==> src/rtl/periph_bus_pkg.sv <==
// Bus-side types and widths shared by the controller and every peripheral slot
package periph_bus_pkg;

    // Core bus widths
    localparam int DATA_W = 32;
    localparam int ADDR_W = 11;

    // Offset inside one full slot of 64 bytes
    localparam int OFS_W = 6;

    // Size code of a core access, all ones means idle
    typedef enum logic [1:0] {
        SIZE_BYTE = 2'b00,
        SIZE_HALF = 2'b01,
        SIZE_WORD = 2'b10,
        SIZE_NONE = 2'b11
    } access_size_e;

    // Request as driven by the core
    typedef struct packed {
        logic [ADDR_W-1:0] addr;
        logic [DATA_W-1:0] wdata;
        access_size_e      wr_size;
        access_size_e      rd_size;
    } bus_req_t;

    // Request seen by one slot
    // wr_size stays SIZE_NONE unless this slot is addressed by a write
    typedef struct packed {
        logic [OFS_W-1:0]  offset;
        logic [DATA_W-1:0] wdata;
        access_size_e      wr_size;
    } slot_req_t;

    // Response from one slot
    // Slots answer in the same cycle, so there is no ready bit
    typedef struct packed {
        logic [DATA_W-1:0] rdata;
    } slot_rsp_t;

endpackage

==> src/rtl/periph_map_pkg.sv <==
// Address map, slot numbers, register offsets and reset values of the peripheral space
package periph_map_pkg;

    // Slot counts, the same in full and byte space
    localparam int NUM_SLOTS  = 16;
    localparam int SLOT_IDX_W = 4;

    localparam logic [SLOT_IDX_W-1:0] SLOT_GPIO    = 4'd1;
    localparam logic [SLOT_IDX_W-1:0] SLOT_SCRATCH = 4'd15;

    // Address fields
    localparam int BYTE_SPACE_BIT = 10;
    localparam int FULL_INDEX_LSB = 6;
    localparam int BYTE_INDEX_LSB = 4;

    // GPIO register offsets
    localparam logic [5:0] GPIO_OUT_OFS  = 6'h00;
    localparam logic [5:0] GPIO_IN_OFS   = 6'h04;
    // Pin n select lives at GPIO_SEL_BASE + 4*n
    localparam logic [5:0] GPIO_SEL_BASE = 6'h20;

    localparam int NUM_PINS = 8;

    // Output function select of one pin
    typedef struct packed {
        logic                  byte_space;
        logic [SLOT_IDX_W-1:0] slot;
    } func_sel_t;

    // All pins start on the GPIO output register
    localparam func_sel_t FUNC_SEL_RESET = '{byte_space: 1'b0, slot: SLOT_GPIO};

endpackage

==> src/rtl/bus_ctrl.sv <==
// Core bus controller: decodes the address, fans requests out to slots and holds read data
`timescale 1ns/1ps

module bus_ctrl (
    input  logic                      clk,
    input  logic                      rst_n,
    input  periph_bus_pkg::bus_req_t  i_bus,
    input  logic                      i_data_read_complete,
    input  periph_bus_pkg::slot_rsp_t i_gpio_rsp,
    input  periph_bus_pkg::slot_rsp_t i_full_scratch_rsp,
    input  periph_bus_pkg::slot_rsp_t i_byte_scratch_rsp,
    output periph_bus_pkg::slot_req_t o_gpio_req,
    output periph_bus_pkg::slot_req_t o_full_scratch_req,
    output periph_bus_pkg::slot_req_t o_byte_scratch_req,
    output logic [31:0]               o_data_out,
    output logic                      o_data_ready
);
    import periph_bus_pkg::*;
    import periph_map_pkg::*;

    logic                  byte_space;
    logic [SLOT_IDX_W-1:0] full_idx;
    logic [SLOT_IDX_W-1:0] byte_idx;
    logic                  sel_gpio;
    logic                  sel_full_scratch;
    logic                  sel_byte_scratch;
    logic                  wr_req;
    logic                  rd_req;
    logic                  rd_req_peri;
    logic                  rd_ready_peri;
    logic                  capture;
    logic [DATA_W-1:0]     rdata_mux;
    logic [DATA_W-1:0]     data_out_q;
    logic                  hold_q;
    logic                  ready_q;

    function automatic slot_req_t make_req(input logic sel, input logic [OFS_W-1:0] ofs,
                                           input logic [DATA_W-1:0] wdata,
                                           input access_size_e wr_size);
        slot_req_t req;
        req.offset  = ofs;
        req.wdata   = wdata;
        req.wr_size = sel ? wr_size : SIZE_NONE;
        return req;
    endfunction

    assign byte_space = i_bus.addr[BYTE_SPACE_BIT];
    assign full_idx   = i_bus.addr[FULL_INDEX_LSB +: SLOT_IDX_W];
    assign byte_idx   = i_bus.addr[BYTE_INDEX_LSB +: SLOT_IDX_W];

    assign sel_gpio         = !byte_space && (full_idx == SLOT_GPIO);
    assign sel_full_scratch = !byte_space && (full_idx == SLOT_SCRATCH);
    assign sel_byte_scratch = byte_space && (byte_idx == SLOT_SCRATCH);

    assign wr_req = (i_bus.wr_size != SIZE_NONE);
    assign rd_req = (i_bus.rd_size != SIZE_NONE);

    // Every kept slot answers combinationally, empty slots too
    assign rd_ready_peri = 1'b1;
    // No second capture while the registered ready is up
    assign rd_req_peri   = rd_req && !ready_q;
    assign capture       = rd_req_peri && !hold_q && rd_ready_peri;

    assign o_gpio_req = make_req(sel_gpio, i_bus.addr[OFS_W-1:0], i_bus.wdata, i_bus.wr_size);
    assign o_full_scratch_req = make_req(sel_full_scratch, i_bus.addr[OFS_W-1:0],
                                         i_bus.wdata, i_bus.wr_size);
    // Byte slots only see a 16 byte window and the low data byte
    assign o_byte_scratch_req = make_req(sel_byte_scratch,
                                         OFS_W'(i_bus.addr[BYTE_INDEX_LSB-1:0]),
                                         DATA_W'(i_bus.wdata[7:0]), i_bus.wr_size);

    always_comb begin
        rdata_mux = '0;
        if (sel_gpio) begin
            rdata_mux = i_gpio_rsp.rdata;
        end else if (sel_full_scratch) begin
            rdata_mux = i_full_scratch_rsp.rdata;
        end else if (sel_byte_scratch) begin
            rdata_mux = DATA_W'(i_byte_scratch_rsp.rdata[7:0]);
        end
    end

    always_ff @(posedge clk) begin
        if (!rst_n) begin
            hold_q  <= 1'b0;
            ready_q <= 1'b0;
        end else begin
            if (i_data_read_complete) begin
                hold_q <= 1'b0;
            end
            if (capture) begin
                hold_q <= 1'b1;
            end
            // Ready drops with the read complete
            ready_q <= rd_req && rd_ready_peri && !i_data_read_complete;
        end
    end

    always_ff @(posedge clk) begin
        if (capture) begin
            data_out_q <= rdata_mux;
        end
    end

    assign o_data_out   = data_out_q;
    assign o_data_ready = ready_q || wr_req;

    // Held read data must not move until the core has taken it
    a_hold_stable: assert property (@(posedge clk) disable iff (!rst_n)
        (o_data_ready && !i_data_read_complete) |=> $stable(o_data_out));

    // A write reaches at most one slot
    a_one_write: assert property (@(posedge clk) disable iff (!rst_n)
        $onehot0({o_gpio_req.wr_size != SIZE_NONE, o_full_scratch_req.wr_size != SIZE_NONE,
                  o_byte_scratch_req.wr_size != SIZE_NONE}));

endmodule

==> src/rtl/gpio_regs.sv <==
// GPIO peripheral: output register, input read-back and per-pin output function selects
`timescale 1ns/1ps

module gpio_regs (
    input  logic                      clk,
    input  logic                      rst_n,
    input  periph_bus_pkg::slot_req_t i_req,
    input  logic [7:0]                i_ui_in,
    output periph_bus_pkg::slot_rsp_t o_rsp,
    output logic [7:0]                o_gpio_out,
    output periph_map_pkg::func_sel_t [periph_map_pkg::NUM_PINS-1:0] o_func_sel
);
    import periph_bus_pkg::*;
    import periph_map_pkg::*;

    logic                        wr_en;
    logic [OFS_W-1:0]            sel_ofs;
    logic                        sel_hit;
    logic [$clog2(NUM_PINS)-1:0] sel_idx;
    logic [DATA_W-1:0]           rdata;
    logic [7:0]                  gpio_out_q;
    func_sel_t [NUM_PINS-1:0]    func_sel_q;

    assign wr_en = (i_req.wr_size != SIZE_NONE);

    // Select window is word aligned from GPIO_SEL_BASE to the end of the slot
    assign sel_ofs = i_req.offset - GPIO_SEL_BASE;
    assign sel_hit = (i_req.offset >= GPIO_SEL_BASE) && (sel_ofs[1:0] == 2'b00);
    assign sel_idx = sel_ofs[2 +: $clog2(NUM_PINS)];

    // Any write size updates the register, only the low bits are kept
    always_ff @(posedge clk) begin
        if (!rst_n) begin
            gpio_out_q <= '0;
        end else if (wr_en && (i_req.offset == GPIO_OUT_OFS)) begin
            gpio_out_q <= i_req.wdata[7:0];
        end
    end

    always_ff @(posedge clk) begin
        if (!rst_n) begin
            func_sel_q <= {NUM_PINS{FUNC_SEL_RESET}};
        end else if (wr_en && sel_hit) begin
            func_sel_q[sel_idx] <= func_sel_t'(i_req.wdata[$bits(func_sel_t)-1:0]);
        end
    end

    always_comb begin
        rdata = '0;
        if (i_req.offset == GPIO_OUT_OFS) begin
            rdata = DATA_W'(gpio_out_q);
        end else if (i_req.offset == GPIO_IN_OFS) begin
            rdata = DATA_W'(i_ui_in);
        end else if (sel_hit) begin
            rdata = DATA_W'(func_sel_q[sel_idx]);
        end
    end

    assign o_rsp.rdata = rdata;
    assign o_gpio_out  = gpio_out_q;
    assign o_func_sel  = func_sel_q;

endmodule

==> src/rtl/pin_out_mux.sv <==
// Output pin mux: each pin takes its bit from the slot named by its function select
`timescale 1ns/1ps

module pin_out_mux (
    input  periph_map_pkg::func_sel_t [periph_map_pkg::NUM_PINS-1:0] i_func_sel,
    input  logic [7:0] i_gpio_out,
    input  logic [7:0] i_full_scratch_byte,
    input  logic [7:0] i_byte_scratch_byte,
    output logic [7:0] o_uo_out
);
    import periph_map_pkg::*;

    logic [NUM_SLOTS-1:0][7:0] full_bytes;
    logic [NUM_SLOTS-1:0][7:0] byte_bytes;

    // Slots without a peripheral drive zero
    always_comb begin
        full_bytes               = '0;
        byte_bytes               = '0;
        full_bytes[SLOT_GPIO]    = i_gpio_out;
        full_bytes[SLOT_SCRATCH] = i_full_scratch_byte;
        byte_bytes[SLOT_SCRATCH] = i_byte_scratch_byte;
    end

    // Pin n always takes bit n of the owning slot's byte
    always_comb begin
        o_uo_out = '0;
        for (int n = 0; n < NUM_PINS; n++) begin
            if (i_func_sel[n].byte_space) begin
                o_uo_out[n] = byte_bytes[i_func_sel[n].slot][n];
            end else begin
                o_uo_out[n] = full_bytes[i_func_sel[n].slot][n];
            end
        end
    end

endmodule

==> src/rtl/scratch_regs.sv <==
// Scratch peripheral: four read/write registers of a configurable word type
`timescale 1ns/1ps

module scratch_regs #(
    parameter type word_t = logic [31:0]
) (
    input  logic                      clk,
    input  logic                      rst_n,
    input  periph_bus_pkg::slot_req_t i_req,
    output periph_bus_pkg::slot_rsp_t o_rsp,
    output logic [7:0]                o_pin_byte
);
    import periph_bus_pkg::*;

    logic              wr_en;
    logic [OFS_W-1:0]  word_ofs;
    logic [1:0]        idx;
    logic [DATA_W-1:0] wmask;
    word_t             wmask_w;
    word_t             wdata_w;
    word_t [3:0]       regs_q;

    assign wr_en = (i_req.wr_size != SIZE_NONE);

    // Registers sit one word apart, so 32-bit words use offset bits 3:2
    assign word_ofs = i_req.offset >> $clog2($bits(word_t) / 8);
    assign idx      = word_ofs[1:0];

    always_comb begin
        case (i_req.wr_size)
            SIZE_BYTE: wmask = DATA_W'(8'hff);
            SIZE_HALF: wmask = DATA_W'(16'hffff);
            SIZE_WORD: wmask = '1;
            default:   wmask = '0;
        endcase
    end

    // Narrow words keep only the bits they can hold
    assign wmask_w = word_t'(wmask);
    assign wdata_w = word_t'(i_req.wdata);

    always_ff @(posedge clk) begin
        if (!rst_n) begin
            regs_q <= '0;
        end else if (wr_en) begin
            regs_q[idx] <= (regs_q[idx] & ~wmask_w) | (wdata_w & wmask_w);
        end
    end

    assign o_rsp.rdata = DATA_W'(regs_q[idx]);
    // Register 0 also drives the pins
    assign o_pin_byte  = 8'(regs_q[0]);

endmodule

==> src/rtl/periph_top.sv <==
// Peripheral wrapper top: connects the bus controller, GPIO, scratch slots and pin mux
`timescale 1ns/1ps

module periph_top (
    input  logic                     clk,
    input  logic                     rst_n,
    input  periph_bus_pkg::bus_req_t i_bus,
    input  logic                     i_data_read_complete,
    input  logic [7:0]               i_ui_in,
    output logic [31:0]              o_data_out,
    output logic                     o_data_ready,
    output logic [7:0]               o_uo_out
);
    import periph_bus_pkg::*;
    import periph_map_pkg::*;

    slot_req_t                gpio_req;
    slot_req_t                full_scratch_req;
    slot_req_t                byte_scratch_req;
    slot_rsp_t                gpio_rsp;
    slot_rsp_t                full_scratch_rsp;
    slot_rsp_t                byte_scratch_rsp;
    func_sel_t [NUM_PINS-1:0] func_sel;
    logic [7:0]               gpio_out;
    logic [7:0]               full_scratch_byte;
    logic [7:0]               byte_scratch_byte;

    bus_ctrl u_bus_ctrl (
        .clk                  (clk),
        .rst_n                (rst_n),
        .i_bus                (i_bus),
        .i_data_read_complete (i_data_read_complete),
        .i_gpio_rsp           (gpio_rsp),
        .i_full_scratch_rsp   (full_scratch_rsp),
        .i_byte_scratch_rsp   (byte_scratch_rsp),
        .o_gpio_req           (gpio_req),
        .o_full_scratch_req   (full_scratch_req),
        .o_byte_scratch_req   (byte_scratch_req),
        .o_data_out           (o_data_out),
        .o_data_ready         (o_data_ready)
    );

    // Full slot 1
    gpio_regs u_gpio_regs (
        .clk        (clk),
        .rst_n      (rst_n),
        .i_req      (gpio_req),
        .i_ui_in    (i_ui_in),
        .o_rsp      (gpio_rsp),
        .o_gpio_out (gpio_out),
        .o_func_sel (func_sel)
    );

    // Full slot 15
    scratch_regs #(.word_t(logic [DATA_W-1:0])) u_full_scratch (
        .clk        (clk),
        .rst_n      (rst_n),
        .i_req      (full_scratch_req),
        .o_rsp      (full_scratch_rsp),
        .o_pin_byte (full_scratch_byte)
    );

    // Byte slot 15
    scratch_regs #(.word_t(logic [7:0])) u_byte_scratch (
        .clk        (clk),
        .rst_n      (rst_n),
        .i_req      (byte_scratch_req),
        .o_rsp      (byte_scratch_rsp),
        .o_pin_byte (byte_scratch_byte)
    );

    pin_out_mux u_pin_out_mux (
        .i_func_sel          (func_sel),
        .i_gpio_out          (gpio_out),
        .i_full_scratch_byte (full_scratch_byte),
        .i_byte_scratch_byte (byte_scratch_byte),
        .o_uo_out            (o_uo_out)
    );

endmodule

==> config.mk <==
export PLATFORM = sky130hd
export DESIGN_NAME = periph_top
export DESIGN_NICKNAME = d
export VERILOG_FILES = /design/src/rtl/periph_bus_pkg.sv /design/src/rtl/periph_map_pkg.sv /design/src/rtl/bus_ctrl.sv /design/src/rtl/gpio_regs.sv /design/src/rtl/pin_out_mux.sv /design/src/rtl/scratch_regs.sv /design/src/rtl/periph_top.sv
export SDC_FILE = /design/constraint.sdc
export NUM_CORES = 1
export LEC_CHECK = 0
export BUFFER_PORTS_ARGS = -buffer_cell sky130_fd_sc_hd__buf_4
export CAP_MARGIN = 10
export CORE_ASPECT_RATIO = 0.5
export CORE_MARGIN = 8
export CORE_UTILIZATION = 35
export DETAILED_ROUTE_END_ITERATION = 7
export PLACE_DENSITY_LB_ADDON = 0.08
export SYNTH_ARGS = -nofsm -noshare
export SYNTH_HDL_FRONTEND = slang
export SYNTH_SLANG_ARGS = --single-unit
==> constraint.sdc <==
create_clock -name clk -period 5.7 [get_ports clk]
set_clock_uncertainty 0.1 [all_clocks]
set_input_delay 0.285 -clock clk [delete_from_list [all_inputs] [get_ports clk]]
set_output_delay 0.285 -clock clk [all_outputs]
set_load 0.05 [all_outputs]
Word-level counts from Yosys, hierarchy flattened
Index checks and enable logic that the tools add are counted.

Latch bits: 0. Output and inout port bits: 41. Flip-flop bits (word level): 242. RAM bits: 0. Bits in read-only memories: 0. Memories kept: 0.

Bitwise gates (word level): 8. Reduce and logical (&&, ||, !) cells: 22. $mul: 0. Add/sub/neg operators: 1. Shift-type cells: 0. Equality and inequality tests: 13. Mux-type cells: 68. $lt $le $gt $ge: 15. Div/mod/pow operators: 0.

Operators with widths (number): binary-select mux 8 bit (select 4 bit) (16); two-way mux 32 bit (6); bitwise mux 128 bit (1); one-hot mux 32 bit (3 select lines) (1); AND 32 bit (2); binary-select mux 32 bit (select 2 bit) (1); demux 32 bit (select 2 bit) (1); bitwise mux 40 bit (1); less-than comparator 4 x 5 -> 1 bit, second input constant (8); two-way mux 8 bit (5); bitwise mux 32 bit (1); inverter 32 bit (1); bitwise OR 32 bit (1); two-way mux 5 bit (5); one-hot mux 8 bit (3 select lines) (1); AND 8 bit (2); binary-select mux 8 bit (select 2 bit) (1); demux 8 bit (select 2 bit) (1); binary-select mux 5 bit (select 3 bit) (1); demux 5 bit (select 3 bit) (1); two-way mux 7 bit (2); logical AND 1 bit (12); two-way mux 1 bit (12); two-way mux 6 bit (2); 22 further kinds (42).

Depth between registers and ports, before layout
Gate-level depths: netlist (run 1).

Depth in word-level cells: 9. Gate-level depth with buffers: 8. Gate-level depth less buffers: 6.

Modules after synthesis
A second synthesis (run 1) with hierarchy kept.

Cell total of the unflattened synthesis: 1445. Area, all modules: 13366.6 µm².

Modules (own cells, without submodules): scratch_regs at u_full_scratch (cells each 665, area an instance 6034.5 µm², seq. area each 2562.5 µm², times used 1); gpio_regs (cells each 330, area an instance 2857.7 µm², seq. area each 960.9 µm², times used 1); bus_ctrl (cells each 237, area an instance 2458.6 µm², seq. area each 1001.0 µm², times used 1); scratch_regs at u_byte_scratch (cells each 159, area an instance 1647.8 µm², seq. area each 640.6 µm², times used 1); pin_out_mux (cells each 54, area an instance 367.9 µm², seq. area each 0.0 µm², times used 1).

Least setup slack after synthesis (run 1)
OpenSTA, ideal clock, no wires.

Path kind: register -> register. Start point: register u_bus_ctrl.ready_q. End point: register u_bus_ctrl.data_out_q[0] (netlist: u_bus_ctrl.o_data_out[0]) (enable). Arrival time: 2.789 ns. Stages on the path, launching flop included: 2. Required time: 5.127 ns. Clock period less this slack: 3.362 ns. Setup slack: 2.338 ns. Cells stage by stage: dfxtp_1 > a211oi_1.

Word-level cells in the longest chain between the ends: 3.

Ends and longest elaborated chain: from (decl) (line bus_ctrl.sv:35) `logic ready_q;`; from (signal assigned) (line bus_ctrl.sv:95) `ready_q <= rd_req && rd_ready_peri && !i_data_read_complete;`; logical NOT 1 bit (line bus_ctrl.sv:61) `assign rd_req_peri = rd_req && !ready_q;`; logical AND 1 bit (line bus_ctrl.sv:61); logical AND 1 bit (line bus_ctrl.sv:62) `assign capture = rd_req_peri && !hold_q && rd_ready_peri;`; net u_bus_ctrl.capture (line bus_ctrl.sv:31) `logic capture;`; to (signal assigned) (line bus_ctrl.sv:101) `data_out_q <= rdata_mux;`; to (decl) (line bus_ctrl.sv:33) `logic [DATA_W-1:0] data_out_q;`.

The timed path passes the listed nets, and every way through them passes these cells. A chain may end at the register's enable or synchronous reset.

Final worst setup path (run 1)
Start point: input port i_bus[39] (netlist name). End point: register u_full_scratch.regs_q[105] (netlist name).

Word-level cells in the longest chain between the ends: 5. Elaborated cells between the ends (all ways): 10.

Ends and longest elaborated chain: from (decl) (line periph_top.sv:7) `input periph_bus_pkg::bus_req_t i_bus,`; less-than comparator 2 x 3 -> 1 bit (not written as such), or another cell as far along (line scratch_regs.sv:46) `regs_q[idx] <= (regs_q[idx] & ~wmask_w) | (wdata_w & wmask_w);`; logical AND 1 bit (not written as such) / two-way mux 32 bit (equally long branches) (line scratch_regs.sv:46); two-way mux 32 bit (not written as such) / AND 32 bit (equally long branches) (line scratch_regs.sv:46); demux 32 bit (select 2 bit) / bitwise OR 32 bit (equally long branches); bitwise mux 128 bit (*) (line scratch_regs.sv:46); to (signal, indexed assignment) (line scratch_regs.sv:46); to (decl) (line scratch_regs.sv:21) `word_t [3:0] regs_q;`.

Mark *: on every way between the ends. The rest lies on a longest branch, timed or not. The select of a mux whose other input is x is not followed.

==> impl_summary.md, run 1 <==
Run status
The run finished with clean final reports.

Final layout
0 antenna diodes ended up in the layout. Once layout is complete, the utilization of the core stands at 0.4269. The share of cells above drive strength 1 is 0.1802. The area growth from synthesis to layout is 19.28%.

The final layout contains 1174 nets. The final instance area is 12430 um2.

Yosys
For this run, the leading register cell type out of synthesis is dfxtp_1. The share of async-settable or async-resettable flops after synthesis is 0. The Yosys step of the flow raised 0 warnings. The largest total area in the synthesized netlist belongs to dfxtp_1. The flip-flop and latch count after synthesis is 242. In this run, synthesis inferred 32 flip-flops with an integrated enable. By instance count, the leading cell after synthesis is dfxtp_1. The top-area cell type share of the netlist area is 0.4034. The synthesized cell area is 10420 um2. By count the netlist is led by 210 x dfxtp_1, 129 x a21oi_1, 125 x o21ai_0. For this run, the register share of the synthesized area comes to 0.4956. Synthesis instantiated 43 different standard cells from the library. The cell count after synthesis is 1046. The average cell area after synthesis is 9.964 um2. After synthesis, the cell types taking the most area are dfxtp_1 40%, mux2i_1 9.5%, edfxtp_1 9.2%. The number of nets in the synthesized netlist is 1106.

Hold path
The worst hold path begins at i_bus[5]. The worst hold path belongs to the class input port to flop.

Placed design
The count of buffers added on input and output ports is 98. After legalization and detailed placement, the total HPWL measured 19.98 mm. Prior to clock tree synthesis, the placed netlist has a worst setup slack of 2.822 ns. The cell area after placement is 11430 um2. At the end of routability-driven placement, the weighted congestion stood at 0.7866.

Global routing
The global-route wire length before repair is 48.81 mm. The via count of the first global-routing pass is 8319. The initial antenna violation count came to 1. The maximum number of pins on one net before global-route repair is 110. The aggregate global routing overflow is 0.

The all-layer global routing usage is 0.1695.

Worst setup path
On the worst path, the slowest cell contributes a delay of 0.56 ns. The endpoint identified for the worst register-to-register timing path is u_bus_ctrl.o_data_out[21]. The most critical setup path has its endpoint at u_full_scratch.regs_q[105]. The critical path is of the input port to flop type. Traced cell by cell, the critical path runs through buf_4 -> buf_4 -> nand2_1 -> nor2_4 -> buf_4 -> o21ai_0 -> a21oi_1. Data on the critical path arrives at its endpoint at 2.65 ns.

In this design, the critical path's most frequently occurring cell is buf_4. The critical-path cell with the highest stage delay is buf_4. In this design, the largest share of critical-path delay is due to buffers and inverters.

The worst setup path is captured at a flop. The number of cell instances on the worst register-to-register path is 2. STA puts the critical path data required time at 6.06 ns. The startpoint identified for the worst register-to-register timing path is u_bus_ctrl.ready_q. The number of buffer and inverter stages on the critical path is 3. Counting buffers and inverters, the worst setup path is 7 cells deep. The start point of the critical path is i_bus[39].

Of all nets on the critical path, the largest fanout is 56. The worst setup path is launched from an input port. The setup check on the worst reg-to-reg path leaves a slack of 3.78 ns.

Drt
In the routed design, unresolved DRC markers number 0. The routed design has 31.17 mm of wire. Dividing the detail-routed via count by the number of cells gives 5.376. The routed length per instance is 20.47 um. The violation count after the first detailed-route iteration is 515. The number of optimization iterations in the first detailed-route pass is 6. In this run the remaining antenna-violating nets after routing total 0. Detailed routing inserted a total of 8187 vias.

STA
At the pin with the least slew margin, the transition time is 1.051 ns. The number of pins exceeding their max-slew limit in the final report is 0. The number of setup violations in the final report is 0. The count of endpoints failing hold in the final timing report is 0. For the finished layout, the period the worst path requires is 2.285 ns.

The tightest hold path in the finished design has a slack of 0.02831 ns. In the finished design, the share of the clock period the worst path needs comes to 0.4009. The highest clock rate is 437.6 MHz. Setup repair after global routing left no endpoint under its margin.

The headroom to the max-slew limit is 0.2990. After layout, the worst setup slack is 3.415 ns. Adding up every negative setup slack in the final design gives 0 ns.

Floorplan
The number of I/O pins is 99. The die covers 35890 um2. Row generation in the floorplan step produced 44 rows.

The core region is 29120 um2. The initial utilization of the core area, before any placement, comes to 0.3579. The die is 138.0 um tall.

The width of the die is 260.0 um.

Clocking
The clock-pin slew of the registers on the worst-case setup and hold paths is 0.07 ns. The buffers inserted during post-CTS setup optimization is 0. The source-to-sink clock delay at the later pin of the worst-skew pair is 0.54 ns.

CTS placed an instance of clkbuf_16 at the clock tree root. The TritonCTS clock tree is yes. The clock passes through at most 3 buffers. After clock tree synthesis, the repair step resized 0 gates. The number of buffers created by CTS is 24.

In this run the number of H-tree levels came out at 1. The number of clock sinks seen by CTS is 242.

Power and ir drop
The analysis attributes to cell leakage a power of 4.722 nW. The worst IR drop on VDD is 0.1789 mV. The power density relative to cell area is 292.9 nW/um2.

Job
The tool flagged a number of max-cap violations equal to 0.
==> worst reg2reg max path: stages (launching register included) <==
cell and delay, ns:
dfxtp_1 0.33, a211oi_4 0.60, buf_4 0.52
==> registers in the layout, indices dropped and copies added (netlist names) <==
name / flops
u_byte_scratch.regs_q: 24
u_gpio_regs.o_gpio_out: 8
u_bus_ctrl.hold_q: 1
u_full_scratch.o_pin_byte: 8
u_full_scratch.regs_q: 120
u_bus_ctrl.o_data_out: 32
u_bus_ctrl.ready_q: 1
u_gpio_regs.o_func_sel: 40
u_byte_scratch.o_pin_byte: 8
==> metrics by stage <==
step	instances	total power, mW
3_5_place_dp	1458	2.080
4_1_cts	1523	3.694
2_1_floorplan	1046	1.966
3_3_place_gp	1458	2.076
6_report	1523	3.641
5_1_grt	1523	3.772
==> power breakdown <==
group / internal [mW] / leakage (nW) / switching [mW] / total (mW)
logic: 0.0927 / 2.31 / 0.191 / 0.284
registers: 1.75 / 2.02 / 0.0103 / 1.76
clock network: 0.905 / 0.389 / 0.688 / 1.59
total: 2.75 / 4.72 / 0.889 / 3.64
==> layer usage <==
metal	GRT usage	wire length [um]	up-vias
li1	-	-	3942
met1	0.2262	14070	4012
met2	0.2820	14990	185
met3	0.03034	1435	48
met4	0.04046	669	0
met5	0	0	-
==> layout by cell type (no fill, tap or decap), drive strengths merged, types with 10 or more instances in the layout <==
cell,instances
nand2,84
nor2,76
nand4,12
o21ai,125
a211oi,16
edfxtp,32
a21oi,129
mux2i,99
dlygate4sd3,21
nor2b,10
and2,24
mux4,40
a22oi,11
buf,108
dfxtp,210
nand3,24
clkbuf,39
==> kinds of logic (layout without fill, tap and decap cells) <==
logic type,Yosys count,count (layout),synth area share
AOI/OAI and AO/OA,297,297,0.1541
adders and majority gates,2,2,0.002401
buffers and inverters,94,180,0.03457
and+or+nand+nor,270,270,0.1296
DFF,242,242,0.4956
muxes,141,141,0.1837
==> how the worst min path moves through the flow <==
stage | to | slack, ns | cells after the start
2_1_floorplan | u_bus_ctrl.ready_q | 0.26 | 1
3_3_place_gp | u_full_scratch.regs_q[34] | 0.34 | 2
3_5_place_dp | u_full_scratch.regs_q[38] | 0.35 | 2
4_1_cts | u_full_scratch.regs_q[32] | 0.002 | 3
5_1_grt | u_full_scratch.regs_q[98] | 0.02 | 3
6_report | u_full_scratch.regs_q[97] | 0.03 | 3
==> timing repair <==
| item | CTS | global route |
|---|---|---|
| endpoints found under the hold margin | 59 | 0 |
| endpoints found under the setup margin | 0 | 0 |
| hold buffers | 21 | 0 |
==> layout make-up <==
class / count / area [um2]
Clock buffer: 39 / 749.5
Clock inverter: 5 / 40.04
Fill cell: 2767 / 16690
Inverter: 7 / 27.53
Multi-Input combinational cell: 710 / 4940
Sequential cell: 242 / 5165
Tap cell: 391 / 489.2
Timing Repair Buffer: 129 / 1021
Note: power is estimated with default switching activity, not from simulation.
==> run 2: changes to the inputs <==
==> constraint.sdc (replaced) <==
create_clock -name clk -period 2.1 [get_ports clk]
set_clock_uncertainty 0.1 [all_clocks]
set_input_delay 0.105 -clock clk [delete_from_list [all_inputs] [get_ports clk]]
set_output_delay 0.105 -clock clk [all_outputs]
set_load 0.05 [all_outputs]
==> run 2 against run 1 <==
Die area stayed put; cell count rose by 4.2%; largest power group unchanged; critical path type is now flop to primary output; highest routed layer unchanged; sequential power grew to 2.7 times the previous value; critical endpoint is now o_uo_out[6].
==> impl_summary.md, run 2 (same netlist as run 1, synthesis figures left out) <==
Final layout
The net total in the final layout is 1239. The number of non-filler instances in the completed layout is 1587. In the final layout, the share of cells above drive strength 1 is 0.2115. The final instance area is 13170 um2.

The area growth from synthesis to layout is 26.40%. The flip-flop count of the largest register, all copies and words added is 120. Counting flops per register, the top entry is u_full_scratch.regs_q. The number of filler cells placed in the layout is 2728. The sequential standard cell area is 5165 um2. In the final layout, the multi-input gates occupy 4977 um2.

Leaving out fill and tap cells, the most frequent cells in the layout are 210 x dfxtp_1, 137 x buf_4, 129 x a21oi_1. Leaving out fill and tap cells, the most frequent cell in the layout is dfxtp_1. The antenna diode count is 0.

Global routing
The maximum number of pins on one net before global-route repair is 103. The aggregate global routing overflow is 0. The first global-routing pass estimated 48.57 mm of wire. In the global route stage, overall resource usage came out at 0.1677. The initial antenna violation count is 0. The via count of the first global-routing pass was 8289.

Placed design
The number of placed instances, taps included, is 1503. Input and output buffers added on the ports amount to 98. The placer congestion estimate is 0.8737.

The half-perimeter wire length after detailed placement is 20.58 mm. The placed instances occupy a cell area of 11970 um2.

STA
Summed over all failing endpoints, the final setup total negative slack is 0 ns. The slew of the pin with the lowest slew margin is 0.5619 ns. The final period utilization is 0.9585. The highest clock rate is 496.8 MHz.

The number of pins exceeding their max-slew limit in the final report is 0. For the finished layout, the period the worst path requires is 2.013 ns. The headroom to the max-slew limit is 0.6240. The count of endpoints failing hold in the final timing report came to 0. Setup violations remaining at the end of the flow were counted as 0. Setup repair after global routing left no endpoint under its margin.

Worst setup path
Among cell families on the critical path, the largest total delay comes from simple AND/OR/NAND/NOR gates. The worst setup path is of the flop to primary output kind. The worst-path maximum fanout is 5. The signal on the critical path passes through nor4b_2 -> nor2_1 -> a221oi_2 -> buf_6. The critical-path cell with the highest stage delay is dfxtp_1. Data on the critical path is required at its endpoint by 1.89 ns. The worst setup path is captured at a primary output. For flop-to-flop paths, the worst setup slack is 0.21 ns. STA classifies the critical path startpoint as a flop.

The arrival time of data at the critical path endpoint is 1.81 ns. The number of buffer and inverter stages on the critical path is 1. The maximum single-stage delay on the critical path is 0.35 ns. Counting cells, the worst reg-to-reg path comes to 6. The source of the worst register-to-register timing path is u_gpio_regs.o_func_sel[14]. The endpoint of the most critical register-to-register path is u_bus_ctrl.o_data_out[4].

Floorplan
The number of I/O pins is 99. The area of the placeable core is 29120 um2. The area of the die is 35890 um2.

The starting density of the core is 0.3579. The width of the die is 260.0 um. The number of core rows is 44. The die is 138.0 um tall.

Clocking
In this run the deepest clock path goes through 3 buffers. The number of buffers created by CTS is 25. The TritonCTS clock tree is yes. The cell sitting at the root of the clock tree is a clkbuf_16. CTS built an H-tree with a depth of 1. The source-to-sink clock delay at the later pin of the worst-skew pair is 0.53 ns. The number of clock sinks seen by CTS is 242.

Clock-pin slew was measured on the worst setup and hold paths at 0.06 ns.

Drt
The number of vias after detailed routing is 8367. In the final routed layout, each cell accounts on average for 19.60 um. The DRC violation count after routing is 0.

Wires add up to 31.11 mm. The violation count after the first detailed-route iteration is 650. The detail route stage leaves a number of antenna-violating nets equal to 0. After detailed routing, the number of vias per cell comes to 5.272. The number of optimization iterations in the first detailed-route pass is 5.

Power and ir drop
In this run the static leakage power is 5.068 nW. The worst IR drop on VDD is 0.4790 mV. The power density relative to cell area is 756.6 nW/um2.

Hold path
The class of the worst hold path is input port to flop. The worst-case hold path end point is u_bus_ctrl.o_data_out[6]. The cell depth of the worst min-delay path is 3. The startpoint of the worst hold path is i_ui_in[6].

Run status
The flow ran to the end, and the final reports show no timing, DRC or antenna violations.

Job
Across the run, the number of max-cap violations was 0.
## run 2: worst max path at each step
stage | startpoint | to | depth (start not counted)
floorplan | i_bus[44] | u_full_scratch.regs_q[22] | 8
global placement | i_bus[45] | u_gpio_regs.o_func_sel[15] | 8
detailed placement | i_bus[45] | u_gpio_regs.o_func_sel[7] | 7
CTS | u_gpio_regs.o_func_sel[33] | o_uo_out[6] | 4
global route | u_gpio_regs.o_func_sel[8] | o_uo_out[1] | 4
finish | u_gpio_regs.o_func_sel[33] | o_uo_out[6] | 4
## run 2: stage by stage
stage                     total power [mW]  setup WS (ns)  hold WS (ns)    util
after floorplan                      5.336         0.1104       0.08347       -
after global placement               5.678       -0.04820        0.1820  0.4110
after detailed placement             5.688       -0.08803        0.1885  0.4110
after CTS                            10.12       0.001835       0.01405  0.4517
after global routing                 10.35       0.008687       0.02168  0.4524
final                                9.968        0.08725       0.01466  0.4524
## run 2: final cells by class
| class | count | share of cell area |
|---|---|---|
| Inverter | 7 | 0.001994 |
| Timing Repair Buffer | 193 | 0.1314 |
| Sequential cell | 242 | 0.3921 |
| Tap cell | 391 | 0.03714 |
| Clock inverter | 2 | 0.001045 |
| Clock buffer | 42 | 0.05850 |
| Multi-Input combinational cell | 710 | 0.3778 |
## run 2: repair_timing
item                                   in CTS  in global routing
endpoints found under the hold margin     219                  0
buffers inserted                            0                  0
gates resized for setup                     0                  4
hold buffers                               40                  0
setup endpoints to repair                   0                  2
## run 2: worst register-to-register path, cell delays in order (launching register included)
cell,delay (ns)
dfxtp_1,0.42
mux2i_1,0.13
o2bb2ai_1,0.15
a2111oi_0,0.37
a211oi_1,0.11
o21ai_0,0.31
buf_4,0.17
## run 2: per-layer routing
| metal | track usage | routed length (um) |
|---|---|---|
| met5 | 0 | 0 |
| met4 | 0.03606 | 604 |
| met3 | 0.03034 | 1419 |
| met2 | 0.2678 | 14330 |
| met1 | 0.2340 | 14760 |
## run 2: power by group
group | internal [mW] | total [mW] | leakage [nW] | switching, mW
registers | 4.76 | 4.79 | 2.02 | 0.0252
logic | 0.313 | 0.850 | 2.66 | 0.537
clock network | 2.49 | 4.33 | 0.384 | 1.84
total | 7.56 | 9.97 | 5.07 | 2.41
